**src/verilog/hpav_interleaver_pkg.sv**
```systemverilog
package hpav_interleaver_pkg;

    localparam int D_WIDTH = 2;     // symbol width
    localparam int A_WIDTH = 12;    // linear and bank address width
    localparam int LATENCY = 3;     // step issue to dout_vld

    typedef logic [1:0] lane_t;

    typedef enum logic [1:0] {
        PB16,
        PB136,
        PB520
    } pb_size_t;

    typedef enum logic {
        DEINTERLEAVE,
        INTERLEAVE
    } il_mode_t;

    // ------------------------------------------------------------------------
    // block geometry
    // ------------------------------------------------------------------------

    function automatic logic [A_WIDTH-1:0] quarter_len(pb_size_t size);
        case (size)
            PB136:   return A_WIDTH'(136);
            PB520:   return A_WIDTH'(520);
            default: return A_WIDTH'(16);
        endcase
    endfunction

    function automatic logic [A_WIDTH-1:0] block_len(pb_size_t size);
        return quarter_len(size) << 2;
    endfunction

    // separate bank regions so blocks of different sizes coexist
    function automatic logic [A_WIDTH-1:0] region_base(pb_size_t size);
        case (size)
            PB136:   return A_WIDTH'(16);
            PB520:   return A_WIDTH'(152);
            default: return A_WIDTH'(0);
        endcase
    endfunction

    // ------------------------------------------------------------------------
    // each stride pair is a multiplicative inverse mod N
    // ------------------------------------------------------------------------

    function automatic logic [A_WIDTH-1:0] stride(pb_size_t size, il_mode_t mode);
        case (size)
            PB136:   return (mode == INTERLEAVE) ? A_WIDTH'(5) : A_WIDTH'(109);
            PB520:   return (mode == INTERLEAVE) ? A_WIDTH'(7) : A_WIDTH'(1783);
            default: return (mode == INTERLEAVE) ? A_WIDTH'(13) : A_WIDTH'(5);
        endcase
    endfunction

endpackage

```
**src/verilog/bank_crossbar.sv**
```systemverilog
`timescale 1ns/1ns

module bank_crossbar #(
    parameter int A_WIDTH = hpav_interleaver_pkg::A_WIDTH,
    parameter int D_WIDTH = hpav_interleaver_pkg::D_WIDTH
) (
    input  logic                           clk,
    input  logic                           n_rst,
    input  hpav_interleaver_pkg::pb_size_t cur_size,
    input  logic [A_WIDTH-1:0]             pos0,
    input  logic [A_WIDTH-1:0]             pos1,
    input  logic [A_WIDTH-1:0]             pos2,
    input  logic [A_WIDTH-1:0]             pos3,
    output logic [A_WIDTH-1:0]             raddr0,
    output logic [A_WIDTH-1:0]             raddr1,
    output logic [A_WIDTH-1:0]             raddr2,
    output logic [A_WIDTH-1:0]             raddr3,
    input  logic [D_WIDTH-1:0]             bank_data0,
    input  logic [D_WIDTH-1:0]             bank_data1,
    input  logic [D_WIDTH-1:0]             bank_data2,
    input  logic [D_WIDTH-1:0]             bank_data3,
    output logic [D_WIDTH-1:0]             rdata0,
    output logic [D_WIDTH-1:0]             rdata1,
    output logic [D_WIDTH-1:0]             rdata2,
    output logic [D_WIDTH-1:0]             rdata3
);

    import hpav_interleaver_pkg::*;

    logic [A_WIDTH-1:0] q1;
    logic [A_WIDTH-1:0] q2;
    logic [A_WIDTH-1:0] q3;

    logic [A_WIDTH-1:0] pos [4];
    lane_t              quarter [4];
    logic [A_WIDTH-1:0] offset [4];
    logic [A_WIDTH-1:0] raddr [4];
    lane_t              req_lane [4];   // lane served by each bank
    lane_t              req_lane_d [4];
    logic [D_WIDTH-1:0] bank_data [4];
    logic [D_WIDTH-1:0] lane_data [4];
    logic [D_WIDTH-1:0] rdata_q [4];

    assign q1 = A_WIDTH'(quarter_len(cur_size));
    assign q2 = q1 << 1;
    assign q3 = q2 + q1;

    assign pos[0] = pos0;
    assign pos[1] = pos1;
    assign pos[2] = pos2;
    assign pos[3] = pos3;

    assign bank_data[0] = bank_data0;
    assign bank_data[1] = bank_data1;
    assign bank_data[2] = bank_data2;
    assign bank_data[3] = bank_data3;

    // ------------------------------------------------------------------------
    // quarter decode and address routing in stage 2
    // ------------------------------------------------------------------------
    always_comb begin
        for (int k = 0; k < 4; k++) begin
            if (pos[k] >= q3) begin
                quarter[k] = 2'd3;
                offset[k]  = pos[k] - q3;
            end else if (pos[k] >= q2) begin
                quarter[k] = 2'd2;
                offset[k]  = pos[k] - q2;
            end else if (pos[k] >= q1) begin
                quarter[k] = 2'd1;
                offset[k]  = pos[k] - q1;
            end else begin
                quarter[k] = 2'd0;
                offset[k]  = pos[k];
            end
        end
    end

    // odd stride puts the four lanes in four different quarters
    always_comb begin
        for (int b = 0; b < 4; b++) begin
            raddr[b]    = '0;
            req_lane[b] = '0;
            for (int k = 0; k < 4; k++) begin
                if (quarter[k] == lane_t'(b)) begin
                    raddr[b]    = offset[k];
                    req_lane[b] = lane_t'(k);
                end
            end
        end
    end

    always_ff @(posedge clk or negedge n_rst) begin
        if (!n_rst) begin
            for (int b = 0; b < 4; b++) begin
                req_lane_d[b] <= '0;
            end
        end else begin
            req_lane_d <= req_lane;     // lines up with registered bank data
        end
    end

    // ------------------------------------------------------------------------
    // bank data steered back to lanes in stage 3
    // ------------------------------------------------------------------------
    always_comb begin
        for (int k = 0; k < 4; k++) begin
            lane_data[k] = '0;
            for (int b = 0; b < 4; b++) begin
                if (req_lane_d[b] == lane_t'(k)) begin
                    lane_data[k] = bank_data[b];
                end
            end
        end
    end

    always_ff @(posedge clk or negedge n_rst) begin
        if (!n_rst) begin
            for (int k = 0; k < 4; k++) begin
                rdata_q[k] <= '0;
            end
        end else begin
            rdata_q <= lane_data;
        end
    end

    assign raddr0 = raddr[0];
    assign raddr1 = raddr[1];
    assign raddr2 = raddr[2];
    assign raddr3 = raddr[3];

    assign rdata0 = rdata_q[0];
    assign rdata1 = rdata_q[1];
    assign rdata2 = rdata_q[2];
    assign rdata3 = rdata_q[3];

endmodule

```
**config.mk**
```make
export PLATFORM = sky130hd
export DESIGN_NAME = bank_crossbar
export DESIGN_NICKNAME = d
export VERILOG_FILES = /design/src/verilog/hpav_interleaver_pkg.sv /design/src/verilog/bank_crossbar.sv
export SDC_FILE = /design/constraint.sdc
export NUM_CORES = 1
export LEC_CHECK = 0
export ABC_CLOCK_PERIOD_IN_PS = 4400
export BUFFER_PORTS_ARGS = -buffer_cell sky130_fd_sc_hd__buf_2
export CORE_ASPECT_RATIO = 1.75
export CORE_UTILIZATION = 41
export CTS_CLUSTER_DIAMETER = 120
export CTS_CLUSTER_SIZE = 12
export DETAILED_ROUTE_END_ITERATION = 10
export GPL_ROUTABILITY_DRIVEN = 0
export GPL_TIMING_DRIVEN = 0
export MAX_ROUTING_LAYER = met4
export PLACE_DENSITY_LB_ADDON = 0.3
export RECOVER_POWER = 50
export SETUP_SLACK_MARGIN = 0.05
export SLEW_MARGIN = 25
export SYNTH_ARGS = -nofsm -noshare
export SYNTH_HDL_FRONTEND = slang
export SYNTH_SLANG_ARGS = --single-unit
```
**constraint.sdc**
```tcl
create_clock -name clk -period 4.4 [get_ports clk]
set_clock_uncertainty 0.1 [all_clocks]
set_input_delay 0.22 -clock clk [delete_from_list [all_inputs] [get_ports clk]]
set_output_delay 0.22 -clock clk [all_outputs]
set_load 0.02 [all_outputs]
```
## Word-level counts from Yosys, hierarchy flattened

Cells that the tools add are included.

| storage, ports and cells | value |
|---|---|
| register bits | 16 |
| output and inout bits | 56 |
| word-level logic and storage cells | 136 |

| cells by class | value |
|---|---|
| $add $sub $neg | 13 |
| $lt $le $gt $ge | 12 |
| equal/unequal tests | 26 |
| multiplexer cells | 69 |
| reduce and logical (&&, ||, !) cells | 8 |

Operators by type and width:

| kind | number |
|---|---|
| two-way mux 12 bit | 28 |
| >= comparator 12 bit | 12 |
| subtractor 12 bit | 12 |
| two-way mux 2 bit | 32 |
| equality test 2 bit, second input constant | 17 |
| one-hot mux 10 bit (2 select lines) | 1 |
| equality test 2 x 1 -> 1 bit, second input constant | 9 |
| zero test 2 bit | 8 |
| adder 12 bit | 1 |
| two-way mux 1 bit | 8 |

## Depth between registers and ports, before layout

| depth | value |
|---|---|
| depth in word-level cells | 11 |
| mapped depth | 15 |
| depth with buffers taken out | 13 |

## Worst setup path after synthesis

No wires, ideal clock.

| path | value |
|---|---|
| path kind | input port to output port |
| start point | input port cur_size[0] |
| end point | output port raddr1[5] |
| arrival time | 3.714 ns |
| data required time | 4.080 ns |
| path slack | 0.366 ns |
| stages on the path | 14 |
| buffers on the path | 1 |
| cells stage by stage | inv_1 -> ha_1 -> inv_1 -> ha_1 -> inv_1 -> fa_1 -> o31a_1 -> o31ai_2 -> nand3_2 -> buf_8 -> nor3_1 -> nand2_1 -> o221a_2 -> o22ai_1 |

| between the ends | value |
|---|---|
| cells in the longest elaborated chain, start to end | 11 |
| elaborated cells between the ends (all ways) | 60 |
| those cells by class | 13 x add/sub; 12 x order compare; 6 x eq/ne; 29 x mux |

RTL lines:

| item | RTL line | text |
|---|---|---|
| from (decl) | bank_crossbar.sv:9 | `input hpav_interleaver_pkg::pb_size_t cur_size,` |
| equality test 2 bit / equality test 2 x 1 -> 1 bit (equally long branches) | hpav_interleaver_pkg.sv:25 | `case (size)` |
| one-hot mux 10 bit (2 select lines) * | hpav_interleaver_pkg.sv:25 |  |
| branches (longest 8 deep; another with adder 12 bit) | - |  |
| two-way mux 12 bit * | bank_crossbar.sv:85 | `if (quarter[k] == lane_t'(b)) begin` |
| to (decl) | bank_crossbar.sv:15 | `output logic [A_WIDTH-1:0] raddr1,` |

Mark *: on every way between the ends.

## Worst setup path in the final report

| path | value |
|---|---|
| start point | input port cur_size[0] |
| end point | output port raddr1[4] |

Same word-level chain as after synthesis.

==> results.md <==
* Status: finished clean
* Routed len/inst at 23.9 microns
* DR vias at 7297
* CP max stage cell: o211ai_1
* Clock Pin Slew Worst Setup and Hold Paths at 0.05 ns
* Hold Path Class: in -> reg
* Simple-Gate Fraction of Synth Area at 28.9%
* Pin count of the biggest net entering global routing at 17
* GRT busiest layer: met2
* Nets at 1020
* WS Path Type: in -> out
* Top_reg_cell synth: dfrtp_1
* Core footprint at 13400 sq um
* Layout cells sized above 1 at 21.4%
* Initial DRC Count at 621
* EDFF count, synth at 0
* Largest stage delay, worst path at 0.39 ns
* Max Cap Violations at 0
* Crit end category: output pin
* Critical path launch point type: input port
* Slew at the pin with the worst max-slew slack at 0.974 ns
* Row count at 56
* CTS Sinks at 16
* Max Freq at 231 MHz
* Setup WS pre-CTS at -0.674 ns
* Max transition margin at 34.4%
* Critical Path Fanout Max at 10
* Total global-route track usage at 36.8%
* Dpl cell area at 6390 sq um
* CP dominant cell by count: buf_2
* GRT met1 Usage at 34.0%
* Cells after Synth at 786
* Yosys reg bits at 16
* Share of the synthesized area in the top cell type at 8.71%
* Top cells by area, synth: ha_1, dfrtp_1, xnor2_1
* Synth Area in Compound Gates at 35.1%
* RR Startpoint: req_lane_d[5]$_DFF_PN0_
* Largest family of logic cells by synthesized area: compound AO/OA/AOI/OAI gates
* Register area share after synthesis at 7.14%
* Port-buffer cells at 112
* Hold endpoint: rdata1[1]$_DFF_PN0_
* Pre-Repair DR Iteration Count at 6
* Avg Cell Area, Syn at 7.13 sq um
* CP required at 4.08 ns
* Async set or reset register ratio after synthesis at 100%
* Vias in the first global route at 6782
* Final Critical Period at 4.32 ns
* CTS Buffer Depth at 2
* Switch share at 54.4%
* Reg2reg path depth at 6
* WHS at 0.133 ns
* Initial antenna violation count at 1
* CTS Buf Count at 3
* Mux contribution to synthesized area at 2.59%
* R2R Setup Slk at 2.83 ns
* Post-layout util at 49.9%
* Hold path start: bank_data3[1]
* Power Dens Cells at 225 nW/um^2
* Via density at 6.72
* Comb power frac at 76.8%
* Worst Path Arrival at 4.00 ns
* CTS Root Cell: clkbuf_16
* Clock power share at 11.4%
* WHS Path Cells at 3
* RSZ-0062 raised after global routing: false
* Synth-to-Final Area Change at 19.2%
* Number of synthesis warnings at 0
* Slew Viols, Final at 0
* First-pass GRT wire length at 38200 microns
* Setup TNS at 0 ns
* Post-Layout Cell Count at 1086
* Largest area contributor in the netlist: ha_1
* Tcrit/Tclk final at 98.3%
* Max VDD drop at 0.103 mV
* PnR worst setup slack at 0.0751 ns
* Post-route ant nets at 0
* Worst skew pair latency at 0.24 ns
* Final WL at 25900 microns
* Setup Viol. Count Final at 0
* Met3 GRT Util at 8.02%
* Largest delay share family, worst path: simple AND/OR/NAND/NOR gates
* TritonCTS clock tree: done
* Final Cell Area at 6680 sq um
* NetSw at 0.818 mW
* Hpwl dp at 20500 microns
* Initial core utilization at 41.9%
* CP Buf/Inv Count at 6
* FF-to-FF End: rdata2[0]$_DFF_PN0_
* Netlist Area Pre-Place at 5600 sq um
* Dpl cells at 1073
* DIE WIDTH at 90.4 microns
* Hold Vio Cnt, Final at 0
* Internal power at 0.686 mW
* Synth Area in Adders at 11.6%
* Sequential power share at 11.7%
* # DRC at 0
* XOR/XNOR Fraction of Synth Area at 7.97%
* Overall Power at 1.50 mW
* Critical Path, Cell by Cell: buf_2 > inv_1 > ha_4 > clkinvlp_4 > buf_4 > ha_1 > nor4b_4 > o211ai_1 > nand2_1 > and3_1 > buf_2 > nor4_1 > o31ai_1 > mux2i_1 > buf_2
* GR Layer Usage met2 at 62.5%
* Die Span Y at 157 microns
* Synth cell types at 91
* DIE AREA at 14200 sq um
* H-tree Lvls at 1
* I/O pins at 116
* Remaining global-route overflow at 0
* Leak pwr at 2.78 nW
-- layout make-up --
| type | count | area (sq um) |
|---|---|---|
| multi-input combinational | 687 | 4960 |
| antenna | 1 | 2.50 |
| tap | 174 | 218 |
| inverter | 37 | 146 |
| sequential | 16 | 400 |
| clock buffer | 3 | 75.1 |
| buffer | 47 | 245 |
| timing repair buffer | 121 | 631 |
| fill | 1401 | 6700 |
-- layout by cell type, fill, tap and decap left out, types with 16 or more instances in the layout --
cell type / n
nand2_1: 64
nand2b_1: 16
xor2_1: 17
ha_1: 38
dfrtp_1: 16
inv_1: 35
nor3_1: 20
a221oi_1: 20
nor2_1: 67
buf_2: 118
xnor2_1: 34
o21ai_0: 43
clkbuf_1: 27
a21oi_1: 49
-- state kept, by name, indices dropped and copies added (netlist names) --
signal and flops:
rdata3 2, rdata0 2, rdata2 2, rdata1 2
req_lane_d 8
-- cell usage after synthesis (all sizes together), types with 11 or more instances --
master   n
nand2   64
a211oi  13
nor3    24
buf     26
or3     13
ha      39
clkbuf  21
nor2    70
o21ai   59
nand3   16
o22ai   13
inv     37
nand2b  17
a221oi  22
xnor2   34
nor2b   15
o211ai  11
a21oi   50
nor4    16
xor2    17
and3    12
dfrtp   16
-- worst register-to-register path: stages (launching register included) --
cell	delay, ns
dfrtp_1	0.44
nor2b_1	0.18
nor3b_1	0.26
a22oi_1	0.12
nor2_1	0.11
a21oi_1	0.05
o21ai_0	0.21
-- worst max-delay path by stage --
stage	from	to	slack [ns]	depth (start not counted)
after floorplan	cur_size[0]	raddr1[5]	0.37	14
after global placement	cur_size[0]	raddr1[6]	-0.65	13
after detailed placement	cur_size[0]	raddr1[9]	-0.67	16
after CTS	cur_size[0]	raddr1[9]	0.009	16
after global routing	cur_size[0]	raddr2[7]	0.04	13
final	cur_size[0]	raddr1[4]	0.08	15
-- logic make-up after synthesis --
kind of cell             Yosys count
AO/OA/AOI/OAI                    278
XOR/XNOR                          51
buffers and inverters             84
adder cells (fa/ha/maj)           47
multiplexers                      14
AND/OR/NAND/NOR                  295
other                              1
flip-flops                        16
-- timing repair --
| action | 4_1_cts | 5_1_grt |
|---|---|---|
| gates resized for setup | 13 | 23 |
| setup endpoints to repair | 42 | 39 |
| pin swaps | 0 | 2 |
| hold buffers | 1 | 0 |
| setup buffers | 5 | 3 |
| hold endpoints to repair | 16 | 0 |
-- layer usage --
metal	part of all wire, %	vias to the layer above
met3	9.1	202
li1	-	3247
met2	47	518
met1	32	3330
met5	0	-
met4	12	0
-- power by group through the flow --
stage | Sequential, mW | Clock [mW] | Combinational, mW
6_report | 0.177 | 0.172 | 1.16
2_1_floorplan | 0.194 | 0 | 0.688
4_1_cts | 0.176 | 0.173 | 1.09
3_5_place_dp | 0.178 | 0 | 1.06
5_1_grt | 0.179 | 0.177 | 1.22
3_3_place_gp | 0.177 | 0 | 1.06
Note: power is estimated with default switching activity, not from simulation.
