===== config.mk =====
export PLATFORM = sky130hd
export DESIGN_NAME = permutation_generator
export DESIGN_NICKNAME = d
export VERILOG_FILES = /design/src/verilog/hpav_interleaver_pkg.sv /design/src/verilog/permutation_generator.sv
export SDC_FILE = /design/constraint.sdc
export NUM_CORES = 1
export LEC_CHECK = 0
export BUFFER_PORTS_ARGS = -buffer_cell sky130_fd_sc_hd__buf_4
export CAP_MARGIN = 20
export CORE_MARGIN = 3
export CORE_UTILIZATION = 50
export DETAILED_ROUTE_END_ITERATION = 6
export MAX_ROUTING_LAYER = met4
export PLACE_DENSITY = 0.71
export SKIP_LAST_GASP = 1
export SLEW_MARGIN = 20
export SYNTH_ARGS = -nofsm -noshare
export SYNTH_HDL_FRONTEND = slang
export SYNTH_SLANG_ARGS = --single-unit

===== constraint.sdc =====
create_clock -name clk -period 4.7 [get_ports clk]
set_input_delay 0.94 -clock clk [delete_from_list [all_inputs] [get_ports clk]]
set_output_delay 0.94 -clock clk [all_outputs]
set_load 0.03 [all_outputs]

===== src/verilog/hpav_interleaver_pkg.sv =====
package hpav_interleaver_pkg;

    localparam int D_WIDTH = 2;     // symbol width
    localparam int A_WIDTH = 12;    // linear and bank address width
    localparam int LATENCY = 3;     // step issue to dout_vld

    typedef logic [1:0] lane_t;

    typedef enum logic [1:0] {
        PB16,
        PB136,
        PB520
    } pb_size_t;

    typedef enum logic {
        DEINTERLEAVE,
        INTERLEAVE
    } il_mode_t;

    // ------------------------------------------------------------------------
    // block geometry
    // ------------------------------------------------------------------------

    function automatic logic [A_WIDTH-1:0] quarter_len(pb_size_t size);
        case (size)
            PB136:   return A_WIDTH'(136);
            PB520:   return A_WIDTH'(520);
            default: return A_WIDTH'(16);
        endcase
    endfunction

    function automatic logic [A_WIDTH-1:0] block_len(pb_size_t size);
        return quarter_len(size) << 2;
    endfunction

    // separate bank regions so blocks of different sizes coexist
    function automatic logic [A_WIDTH-1:0] region_base(pb_size_t size);
        case (size)
            PB136:   return A_WIDTH'(16);
            PB520:   return A_WIDTH'(152);
            default: return A_WIDTH'(0);
        endcase
    endfunction

    // ------------------------------------------------------------------------
    // each stride pair is a multiplicative inverse mod N
    // ------------------------------------------------------------------------

    function automatic logic [A_WIDTH-1:0] stride(pb_size_t size, il_mode_t mode);
        case (size)
            PB136:   return (mode == INTERLEAVE) ? A_WIDTH'(5) : A_WIDTH'(109);
            PB520:   return (mode == INTERLEAVE) ? A_WIDTH'(7) : A_WIDTH'(1783);
            default: return (mode == INTERLEAVE) ? A_WIDTH'(13) : A_WIDTH'(5);
        endcase
    endfunction

endpackage


===== src/verilog/permutation_generator.sv =====
`timescale 1ns/1ns

module permutation_generator #(
    parameter int A_WIDTH = hpav_interleaver_pkg::A_WIDTH
) (
    input  logic                           clk,
    input  logic                           n_rst,
    input  logic                           step_valid,
    input  logic                           first_step,
    input  hpav_interleaver_pkg::pb_size_t cur_size,
    input  hpav_interleaver_pkg::il_mode_t cur_mode,
    output logic [A_WIDTH-1:0]             pos0,
    output logic [A_WIDTH-1:0]             pos1,
    output logic [A_WIDTH-1:0]             pos2,
    output logic [A_WIDTH-1:0]             pos3
);

    import hpav_interleaver_pkg::*;

    logic [A_WIDTH-1:0] q;
    logic [A_WIDTH-1:0] n;
    logic [A_WIDTH-1:0] s;

    logic [A_WIDTH-1:0] acc [4];    // ((k*Q + i) * s) mod N per lane
    lane_t              mult [4];
    logic [A_WIDTH-1:0] seed [4];
    logic [A_WIDTH:0]   sum [4];
    logic [A_WIDTH-1:0] nxt [4];

    assign q = A_WIDTH'(quarter_len(cur_size));
    assign n = A_WIDTH'(block_len(cur_size));
    assign s = A_WIDTH'(stride(cur_size, cur_mode));

    // ------------------------------------------------------------------------
    // lane k starts at (k*Q*s) mod N = Q * ((k*s) mod 4), since N = 4Q
    // ------------------------------------------------------------------------
    always_comb begin
        for (int k = 0; k < 4; k++) begin
            mult[k] = lane_t'(k) * s[1:0];  // 2-bit product wraps mod 4
            seed[k] = A_WIDTH'(q * mult[k]);
            sum[k]  = {1'b0, acc[k]} + {1'b0, s};
            if (sum[k] >= {1'b0, n}) begin
                nxt[k] = A_WIDTH'(sum[k] - {1'b0, n});
            end else begin
                nxt[k] = sum[k][A_WIDTH-1:0];
            end
        end
    end

    always_ff @(posedge clk or negedge n_rst) begin
        if (!n_rst) begin
            for (int k = 0; k < 4; k++) begin
                acc[k] <= '0;
            end
        end else if (step_valid) begin
            for (int k = 0; k < 4; k++) begin
                acc[k] <= first_step ? seed[k] : nxt[k];
            end
        end
    end

    assign pos0 = acc[0];
    assign pos1 = acc[1];
    assign pos2 = acc[2];
    assign pos3 = acc[3];

endmodule


==> Yosys cells after proc, flatten, opt, wreduce, memory -nomap -nowiden <==
Cells that the tools add are included.
W data, S select, Z words.
{ "classes": {"n_addsub": 8, "mul": 4, "order_cmp": 4, "eq_ne": 2, "muxes": 13} }
{ "ops": {"columns": ["op", "n"], "rows": [
  ["$mux W12", 8],
  ["$add A12 B11 Y13", 4],
  ["$ge A13 B12 Y1", 4],
  ["$sub A12 B12 Y12", 4],
  ["$mul A12 B2 Y12", 2],
  ["$pmux W11 S2", 1],
  ["$pmux W10 S2", 1],
  ["$mul A12 B1 Y11", 1],
  ["$mux W11", 1],
  ["$mux W7", 1],
  ["$mux W4", 1],
  ["$eq A2 B1 Y1 const B", 1],
  ["$eq A2 B2 Y1 const B", 1],
  ["$mul A1 B2 Y2 const A", 1]
]} }
{ "totals": {"regBits": 48, "in_bits": 7} }

==> Depth between registers and ports, before layout <==
Gate-level depths: netlist (run 1).
{ "depth": {"word_depth": 6, "depth_mapped": 20, "depth_no_buf": 20} }

==> Worst setup path after synthesis (run 1) <==
No wires, ideal clock.
{ "synth_path": {"path_type": "input to register", "from": "input cur_size[0]", "to": "register acc (netlist bit pos3[6])", "t_arrival_ns": 4.815, "t_required_ns": 4.574, "setup_slack_ns": -0.241, "stages": 19, "path_buffers": 1, "cell_sequence": "inv_1 -> ha_1 -> nor2b_1 -> ha_1 -> buf_6 -> a21o_1 -> a311o_1 -> a211oi_1 -> nor2_1 -> nand2_1 -> xnor2_1 -> ha_1 -> nand4_1 -> nor4_1 -> o31ai_1 -> nand3b_1 -> o22ai_4 -> mux2i_1 -> a221o_1"} }
{ "synth_via": {"elab_chain_cells": 6, "word_cells_on_any_way": 11} }
{ "synth_lines": {"columns": ["element", "line", "text"], "rows": [
  ["from (decl)", "permutation_generator.sv:10", "input hpav_interleaver_pkg::pb_size_t cur_size,"],
  ["parallel branches: the longest is 5 deep, another holds $mul A12 B2 Y12", null, null],
  ["$mux W12 (*)", "permutation_generator.sv:57", "acc[k] <= first_step ? seed[k] : nxt[k];"],
  ["to (signal, indexed assignment)", "permutation_generator.sv:57", null],
  ["to (decl)", "permutation_generator.sv:24", "logic [A_WIDTH-1:0] acc [4];"]
]} }
Mark *: on every way between the ends.
A chain may end at the register's enable or synchronous reset.

==> Worst setup path in the final report (run 1) <==
Ends and elaborated chain as after synthesis.

==> results.rst, run 1 <==
.. list-table::
   :header-rows: 1

   * - Metric
     - Value
   * - Clock Skews
     - roughly 7.9 ps
   * - Ranking of synthesized cells by instance count
     - 56 x sky130_fd_sc_hd__ha_1, 48 x sky130_fd_sc_hd__dfrtp_1, 46 x sky130_fd_sc_hd__nor2_1
   * - Largest net degree at the start of global routing
     - 49
   * - Synth Area per Inst
     - approximately 8.6 um2
   * - Core outline area
     - 10000 um2
   * - Clock-pin slew on the worst setup and hold paths
     - 100 ps
   * - Maximum fanout along the worst path
     - 6
   * - Area enclosed by the die boundary
     - ~12,000 um2
   * - Warnings, synthesis
     - 0
   * - Biggest area contributors in the synthesized netlist
     - sky130_fd_sc_hd__dfrtp_1 23%, sky130_fd_sc_hd__ha_1 13%, sky130_fd_sc_hd__xnor2_1 4.5%
   * - Number of pins exceeding their max-slew limit in the final report
     - 0
   * - Endpoint arrival time on the critical path
     - 4730 ps
   * - Post-Synth XOR/XNOR Area
     - under 10%
   * - Cell leakage power
     - roughly 0.0028 uW
   * - Ys async rst share
     - between 90% and 100%
   * - Post-route DRC
     - 0
   * - Portion of netlist area occupied by mux cells
     - approximately 4%
   * - Flops & latches, synth
     - 48
   * - H-Tree Depth
     - 2
   * - Proportion of synthesized chip area in sequential cells
     - 22.8%
   * - Initial DRC count
     - 325
   * - Avg WL per Cell
     - 18.6 um
   * - Min Clock Period, post-route
     - 4530 ps
   * - Detail Route Antenna Nets
     - 0
   * - Initial Utilization
     - between 50% and 60%
   * - TritonCTS buffer count
     - 5
   * - Adder and majority cell fraction of the synthesized area
     - between 10% and 20%
   * - Antenna cell count
     - 0
   * - Buffer depth of the longest clock path
     - 2
   * - Weighted congestion at the end of routability-driven global placement
     - 0.950
   * - Total chip power
     - between 4000 and 5000 uW
   * - Normalized max-slew margin
     - 32.3%
   * - Vias in the first global route
     - 5,191
   * - Cell count after synthesis
     - between 600 and 700
   * - Number of enable-type register cells in the synthesized netlist
     - 0
   * - Max_cap viols
     - 0
   * - Wire length of the first global-routing pass
     - 25,600 um
   * - Worst Setup Slack, final
     - between 150 and 200 ps
   * - Worst vdd rail ir drop
     - 0.312 mV
   * - Number of endpoints with negative hold slack in the final report
     - 0
   * - Row count
     - 36
   * - Synthesized area
     - 5260 um2
   * - Io pins
     - 55
   * - Number of unique standard cell types used by synthesis
     - 76
   * - TritonCTS clock tree
     - built
   * - Cell chosen for the clock root
     - sky130_fd_sc_hd__clkbuf_8
   * - Clock insertion delay at the later pin of the skew report
     - roughly 320 ps
   * - Worst hold path class
     - reg2reg
   * - Dpl ws
     - -330 ps
   * - Residual overflow from global routing
     - 0
   * - Setup repair after global routing missed its margin
     - yes
   * - Input/output buffers
     - between 50 and 60
   * - Detailed placement HPWL
     - about 11,000 um
   * - Compound-cell area share of the yosys netlist
     - 28.2%
   * - Number of buffers added to fix hold violations after cts
     - 0
   * - Via density per instance
     - 6.29
   * - Simple-gate portion of the synthesized area
     - 17.8%
   * - Number of nets in the finished design
     - 765
   * - Area growth, synth to finish
     - 19.0%
   * - Vias
     - 5,204
   * - Flip-flop cell with the highest count after synthesis
     - sky130_fd_sc_hd__dfrtp_1
   * - Run status
     - completed
   * - Area leader, netlist
     - sky130_fd_sc_hd__dfrtp_1
   * - GRT Resource Usage Total
     - roughly 28%
   * - FF-to-FF setup slack
     - 760 ps
   * - Number of sinks driven by the clock tree
     - 48
   * - Worst slew pin tran
     - 1010 ps
   * - Most frequent cell after synthesis
     - sky130_fd_sc_hd__ha_1
   * - CP Class
     - in2reg
   * - Fill cell total of the finished layout
     - 891
   * - Synthesized net count
     - approximately 680
   * - Wirelength, routed
     - 15,400 um
   * - Setup violation total in the final timing report
     - 0
   * - Fraction of layout cells with a size suffix above 1
     - a little over a fifth
   * - Main combinational cell family by area after synthesis
     - compound AO/OA/AOI/OAI gates
   * - Number of iterations in the first detailed-routing pass
     - 5
   * - Number of antenna violations at the first check in global routing
     - 0
   * - Required time of the critical path
     - 4900 ps
   * - Die W
     - 109 um
   * - Top-area cell type share of the netlist area
     - 22.8%
   * - Top achievable clock speed
     - between 200 and 250 MHz
   * - Share of the clock period used by the worst path
     - 96.5%
   * - Type of element launching the critical path
     - input pin
   * - Power density normalized to cell area
     - about 640 nW/um2
   * - Die Span Y
     - 109 um
   * - Type of destination of the critical path
     - flop
==> report_power, final <==
part | switching [uW] | internal (uW)
combinational | 1640 | 1320
sequential | 191 | 545
clock | 164 | 175
total | 1990 | 2040
==> area by class of cell <==
class	count	area [um2]	area share (%)
clock inverter	2	38.8	0.620
sequential	48	1200	19.2
timing repair buffer	104	781	12.5
multi-input combinational	506	3880	62.0
inverter	29	109	1.74
tap	133	166	2.66
clock buffer	6	82.6	1.32
==> registers in the layout (all words and copies together) (netlist names) <==
| register | count |
|---|---|
| pos3 | 12 |
| pos1 | 12 |
| pos2 | 12 |
| pos0 | 12 |
==> metal layers <==
layer | vias to the layer above | wire length (um) | global-route usage [%]
met5 | - | 0 | -
met2 | 178 | 7180 | 44.7
li1 | 2493 | - | -
met3 | 26 | 942 | 3.52
met1 | 2507 | 6940 | 37.2
met4 | 0 | 333 | 8.75
==> timing repair <==
item	in CTS	in global routing
endpoints found under the setup margin	1	20
gates resized for setup	1	5
pin swaps	0	2
setup buffers	0	2
hold endpoints to repair	0	0
==> worst max-delay path, stage by stage <==
cell and delay, ps:
sky130_fd_sc_hd__buf_4 90, sky130_fd_sc_hd__inv_1 70, sky130_fd_sc_hd__ha_4 270, sky130_fd_sc_hd__nor2_1 50
sky130_fd_sc_hd__nand2_1 110, sky130_fd_sc_hd__nand2_4 110, sky130_fd_sc_hd__ha_1 240, sky130_fd_sc_hd__a21o_1 170
sky130_fd_sc_hd__a311o_1 360, sky130_fd_sc_hd__a211oi_1 290, sky130_fd_sc_hd__nor2_1 110, sky130_fd_sc_hd__nand2_1 90
sky130_fd_sc_hd__xnor2_1 100, sky130_fd_sc_hd__ha_1 340, sky130_fd_sc_hd__nand4_1 100, sky130_fd_sc_hd__nor4_1 310
sky130_fd_sc_hd__o31ai_1 120, sky130_fd_sc_hd__nand3b_1 190, sky130_fd_sc_hd__o22ai_4 140, sky130_fd_sc_hd__mux2i_1 160
sky130_fd_sc_hd__a221o_1 340
==> cell usage in the layout (no fill, tap or decap), drive strengths merged, types with 11 or more instances in the layout <==
cell,instances
nand2,34
ha,56
o2bb2ai,11
buf,104
mux2i,15
nand3,17
a21oi,36
nor3,18
nor2b,12
nor2,46
a211oi,13
xnor2,27
o21ai,32
dfrtp,48
inv,28
xor2,13
==> final timing paths <==
check                       startpoint       end  cells past startpoint
max                        cur_size[0]   pos3[6]                     21
min                            pos2[6]   pos2[6]                      1
max reg2reg                    pos3[1]   pos3[6]                     15
min reg2reg                    pos2[6]   pos2[6]                      1
max in group asynchronous        n_rst  pos2[10]                      1
min in group asynchronous        n_rst   pos3[4]                      1
==> cells by family (layout without fill, tap and decap cells) <==
kind of cell             count (synthesis)  count (layout)
flip-flops                              48              48
XOR/XNOR                                40              40
multiplexers                            20              20
AND/OR/NAND/NOR                        182             182
AO/OA/AOI/OAI                          200             200
buffers and inverters                   54             141
adder cells (fa/ha/maj)                 64              64
==> stage by stage <==
step | instance area (um2) | hold WS, ps | utilization (%) | std cells | TNS, ps
2_1_floorplan | 5270 | 644 | - | 608 | 0
3_3_place_gp | 6100 | 512 | 61.0 | 818 | -1210
3_5_place_dp | 6100 | 511 | 61.0 | 818 | -2980
4_1_cts | 6220 | 539 | 62.2 | 826 | 0
5_1_grt | 6260 | 568 | 62.6 | 828 | -37.5
6_report | 6260 | 536 | 62.6 | 828 | 0
Power figures use the tool's default switching activity.
==> inputs of run 2 (changes only) <==
--- a/config.mk
+++ b/config.mk
@@ -5,6 +5,7 @@
 export SDC_FILE = /design/constraint.sdc
 export NUM_CORES = 1
 export LEC_CHECK = 0
+export ABC_AREA = 1
 export BUFFER_PORTS_ARGS = -buffer_cell sky130_fd_sc_hd__buf_4
 export CAP_MARGIN = 20
 export CORE_MARGIN = 3
==> results.rst, run 2 <==
.. list-table::
   :header-rows: 1

   * - Metric
     - Value
   * - Worst hold path class
     - reg2reg
   * - Critical path buffers and inverters
     - 5 (+3)
   * - Commonest non-fill, non-tap cell in the layout
     - sky130_fd_sc_hd__nand2_1
   * - Worst reg2reg endpoint
     - pos2[11]
   * - Hold path startpoint
     - pos3[11]
   * - Type of element launching the critical path
     - input pin
   * - Synthesized area
     - 5390 um2 (+2.4%)
   * - Number of buffers added to fix hold violations after cts
     - 0 (unchanged)
   * - Area enclosed by the die boundary
     - 12,100 um2 (+2.3%)
   * - Setup repair after global routing missed its margin
     - no
   * - Setup violation total in the final timing report
     - 0 (unchanged)
   * - Hold WS
     - 538 ps (+2.71 ps)
   * - Cell chosen for the clock root
     - sky130_fd_sc_hd__clkbuf_8
   * - Ys async rst share
     - 100% (unchanged)
   * - Wire length of the first global-routing pass
     - 24,900 um (-2.7%)
   * - End-of-flow core utilization
     - 58.6% (-4.0 points)
   * - Start of the worst register-to-register path
     - pos2[1]
   * - Flip-flop cell with the highest count after synthesis
     - sky130_fd_sc_hd__dfrtp_1
   * - Post-route DRC
     - 0 (unchanged)
   * - Commonest cells after routing, fill and taps aside
     - 263 x sky130_fd_sc_hd__nand2_1, 112 x sky130_fd_sc_hd__inv_1, 90 x sky130_fd_sc_hd__nand3_1
   * - Number of sinks driven by the clock tree
     - 48 (unchanged)
   * - Cell with the most instances on the worst path
     - sky130_fd_sc_hd__nand2_1
   * - Clock-pin slew on the worst setup and hold paths
     - 100 ps (about the same)
   * - Min-Delay Endpoint
     - pos3[11]
   * - Cell count after synthesis
     - 826 (+36%)
   * - Antenna cell count
     - 0 (unchanged)
   * - Proportion of synthesized chip area in sequential cells
     - 22.3% (-0.54 points)
   * - Max_cap viols
     - 0 (unchanged)
   * - Most frequent cell after synthesis
     - sky130_fd_sc_hd__nand2_1
   * - Top-area cell type share of the netlist area
     - 22.3% (-0.54 points)
   * - Synth Area per Inst
     - 6.52 um2 (-25%)
   * - Flops & latches, synth
     - 48 (unchanged)
   * - Dpl ws
     - -104 ps (+226 ps)
   * - Vias in the first global route
     - 5,117 (-1.4%)
   * - Largest net degree at the start of global routing
     - 49 (unchanged)
   * - Number of endpoints with negative hold slack in the final report
     - 0 (unchanged)
   * - Area growth, synth to finish
     - 13.3%
   * - Die Span Y
     - 110 um (+1.1%)
   * - Launching element of the worst setup path
     - cur_size[0]
   * - CP Class
     - in2reg
   * - Normalized max-slew margin
     - 27.2% (-5.2 points)
   * - Input/output buffers
     - 54 (unchanged)
   * - Number of iterations in the first detailed-routing pass
     - 5 (unchanged)
   * - Power density normalized to cell area
     - 645 nW/um2 (+0.26%)
   * - Cell leakage power
     - 0.00345 uW (+21%)
   * - Required time of the critical path
     - 4910 ps (about the same)
   * - Min Clock Period, post-route
     - 4290 ps (-248 ps)
   * - Cell class contributing the biggest share of worst-path delay
     - simple AND/OR/NAND/NOR gates
   * - Number of unique standard cell types used by synthesis
     - 42 (-45%)
   * - Largest incremental delay on the critical path
     - 340 ps (-20 ps)
   * - Io pins
     - 55 (unchanged)
   * - Sum of negative setup slack
     - 0 ps (unchanged)
   * - H-Tree Depth
     - 2 (unchanged)
   * - Top achievable clock speed
     - 233 MHz (+5.8%)
   * - Buffer depth of the longest clock path
     - 2 (unchanged)
   * - Clock Skews
     - 3.35 ps (-4.58 ps)
   * - Worst Setup Slack, final
     - 414 ps (+248 ps)
   * - Type of destination of the critical path
     - flop
   * - Maximum fanout along the worst path
     - 16 (+10)
   * - Endpoint arrival time on the critical path
     - 4500 ps (-230 ps)
   * - Row count
     - 37 (+2.8%)
   * - Share of the clock period used by the worst path
     - 91.2% (-5.3 points)
   * - TritonCTS buffer count
     - 5 (unchanged)
   * - Slowest CP cell
     - sky130_fd_sc_hd__ha_1
   * - Detailed placement HPWL
     - 11,700 um (+2.2%)
   * - Worst vdd rail ir drop
     - 0.392 mV (+26%)
   * - Run status
     - completed
   * - Avg WL per Cell
     - 15.0 um (-19%)
   * - Ranking of synthesized cells by instance count
     - 264 x sky130_fd_sc_hd__nand2_1, 112 x sky130_fd_sc_hd__inv_1, 90 x sky130_fd_sc_hd__nand3_1
   * - Clock insertion delay at the later pin of the skew report
     - 320 ps (about the same)
   * - Number of cell instances on the worst register-to-register path
     - 21 (+6)
   * - Initial DRC count
     - 378 (+16%)
   * - Die W
     - 110 um (+1.1%)
   * - Number of pins exceeding their max-slew limit in the final report
     - 0 (unchanged)
   * - GRT Resource Usage Total
     - 26.9% (-1.2 points)
   * - Synthesized net count
     - 897 (+32%)
   * - Vias
     - 5,533 (+6.3%)
   * - Number of cells on the worst hold path
     - 2 (+1)
   * - Weighted congestion at the end of routability-driven global placement
     - 0.994 (+4.6%)
   * - Warnings, synthesis
     - 0 (unchanged)
   * - Worst slew pin tran
     - 1090 ps (+80.2 ps)
   * - Initial Utilization
     - 51.7% (-0.88 points)
   * - Area leader, netlist
     - sky130_fd_sc_hd__dfrtp_1
   * - TritonCTS clock tree
     - built
   * - Total chip power
     - 3940 uW (-2.2%)
   * - Residual overflow from global routing
     - 0 (unchanged)
   * - Number of antenna violations at the first check in global routing
     - 0 (unchanged)
   * - Core outline area
     - 10,400 um2 (+4.2%)
   * - Fraction of layout cells with a size suffix above 1
     - 11.8% (-9.1 points)
   * - FF-to-FF setup slack
     - 1410 ps (+650 ps)
   * - Wirelength, routed
     - 15,300 um (-0.60%)
   * - Number of enable-type register cells in the synthesized netlist
     - 0 (unchanged)
   * - Biggest area contributors in the synthesized netlist
     - sky130_fd_sc_hd__dfrtp_1 22%, sky130_fd_sc_hd__nand2_1 18%, sky130_fd_sc_hd__ha_1 13%
   * - Detail Route Antenna Nets
     - 0 (unchanged)
   * - Via density per instance
     - 5.42 (-14%)
   * - Number of nets in the finished design
     - 954 (+25%)
run 2: changes by cell type after synthesis, moves of 15 or more:
cell,delta
sky130_fd_sc_hd__nand2_1,+230
sky130_fd_sc_hd__nand3_1,+73
sky130_fd_sc_hd__xnor2_1,-16
sky130_fd_sc_hd__mux2i_1,-15
sky130_fd_sc_hd__inv_1,+84
run 2: kinds of logic (layout without fill, tap and decap cells):
family / count (synthesis) / after routing / synth area share [%]
AND/OR/NAND/NOR: 462 / 462 / 37.3
buffers and inverters: 128 / 186 / 9.04
AO/OA/AOI/OAI: 89 / 89 / 9.55
adder cells (fa/ha/maj): 64 / 64 / 16.0
flip-flops: 48 / 48 / 22.3
XOR/XNOR: 35 / 35 / 5.83
run 2: worst max-delay path by stage:
stage                           to  depth (start not counted)  slack, ps
after global routing       pos2[9]                         27         10
after floorplan           pos1[10]                         29        310
after CTS                 pos1[10]                         28        210
after detailed placement  pos1[10]                         28       -100
final                     pos2[11]                         27        410
after global placement    pos1[10]                         28        -40
run 2: area by class of cell:
class / instances / area, um2
Timing Repair Buffer: 61 / 462
Multi-Input combinational cell: 650 / 3710
Inverter: 117 / 439
Clock inverter: 3 / 46.3
Sequential cell: 48 / 1200
Tap cell: 136 / 170
Fill cell: 1033 / 4320
Clock buffer: 5 / 68.8
run 2: power breakdown:
group / internal, uW / switching [uW]
clock: 161 / 167
combinational: 1030 / 1830
sequential: 555 / 190
total: 1750 / 2190
run 2: stage by stage:
step / cells / area [um2]
6_report: 1020 / 6100
5_1_grt: 1020 / 6100
4_1_cts: 1018 / 6070
3_5_place_dp: 1010 / 5950
3_3_place_gp: 1010 / 5950
2_1_floorplan: 826 / 5390
run 2: worst reg2reg max path: stages, from the launching register on:
cell,delay (ps)
sky130_fd_sc_hd__dfrtp_1,450
sky130_fd_sc_hd__ha_1,330
sky130_fd_sc_hd__nand2_1,60
sky130_fd_sc_hd__nand2_1,130
sky130_fd_sc_hd__nand4_1,120
sky130_fd_sc_hd__nand2_1,80
sky130_fd_sc_hd__nand2_1,60
sky130_fd_sc_hd__a21oi_1,240
sky130_fd_sc_hd__xnor2_1,190
sky130_fd_sc_hd__inv_1,70
sky130_fd_sc_hd__ha_1,340
sky130_fd_sc_hd__nand4_1,140
sky130_fd_sc_hd__nor2_1,160
sky130_fd_sc_hd__nand2_1,80
sky130_fd_sc_hd__nor2_1,110
sky130_fd_sc_hd__nor2_1,50
sky130_fd_sc_hd__nand2_1,60
sky130_fd_sc_hd__nand2_2,130
sky130_fd_sc_hd__nand2_2,170
sky130_fd_sc_hd__nand2_1,70
sky130_fd_sc_hd__nand3_1,70
sky130_fd_sc_hd__nand2_1,60
run 2: routing by layer:
layer	vias to the layer above	wire length [um]	part of all wire [%]	GRT usage (%)
met1	2574	7170	47	36.8
met4	0	368	2.4	8.64
li1	2778	-	-	-
met3	32	810	5.3	3.52
met5	-	0	0	-
met2	149	6950	45	41.3
run 2: repair_timing:
item | 4_1_cts | 5_1_grt
resized for setup | 0 | 6
setup buffers | 0 | 2
setup endpoints to repair | 0 | 28
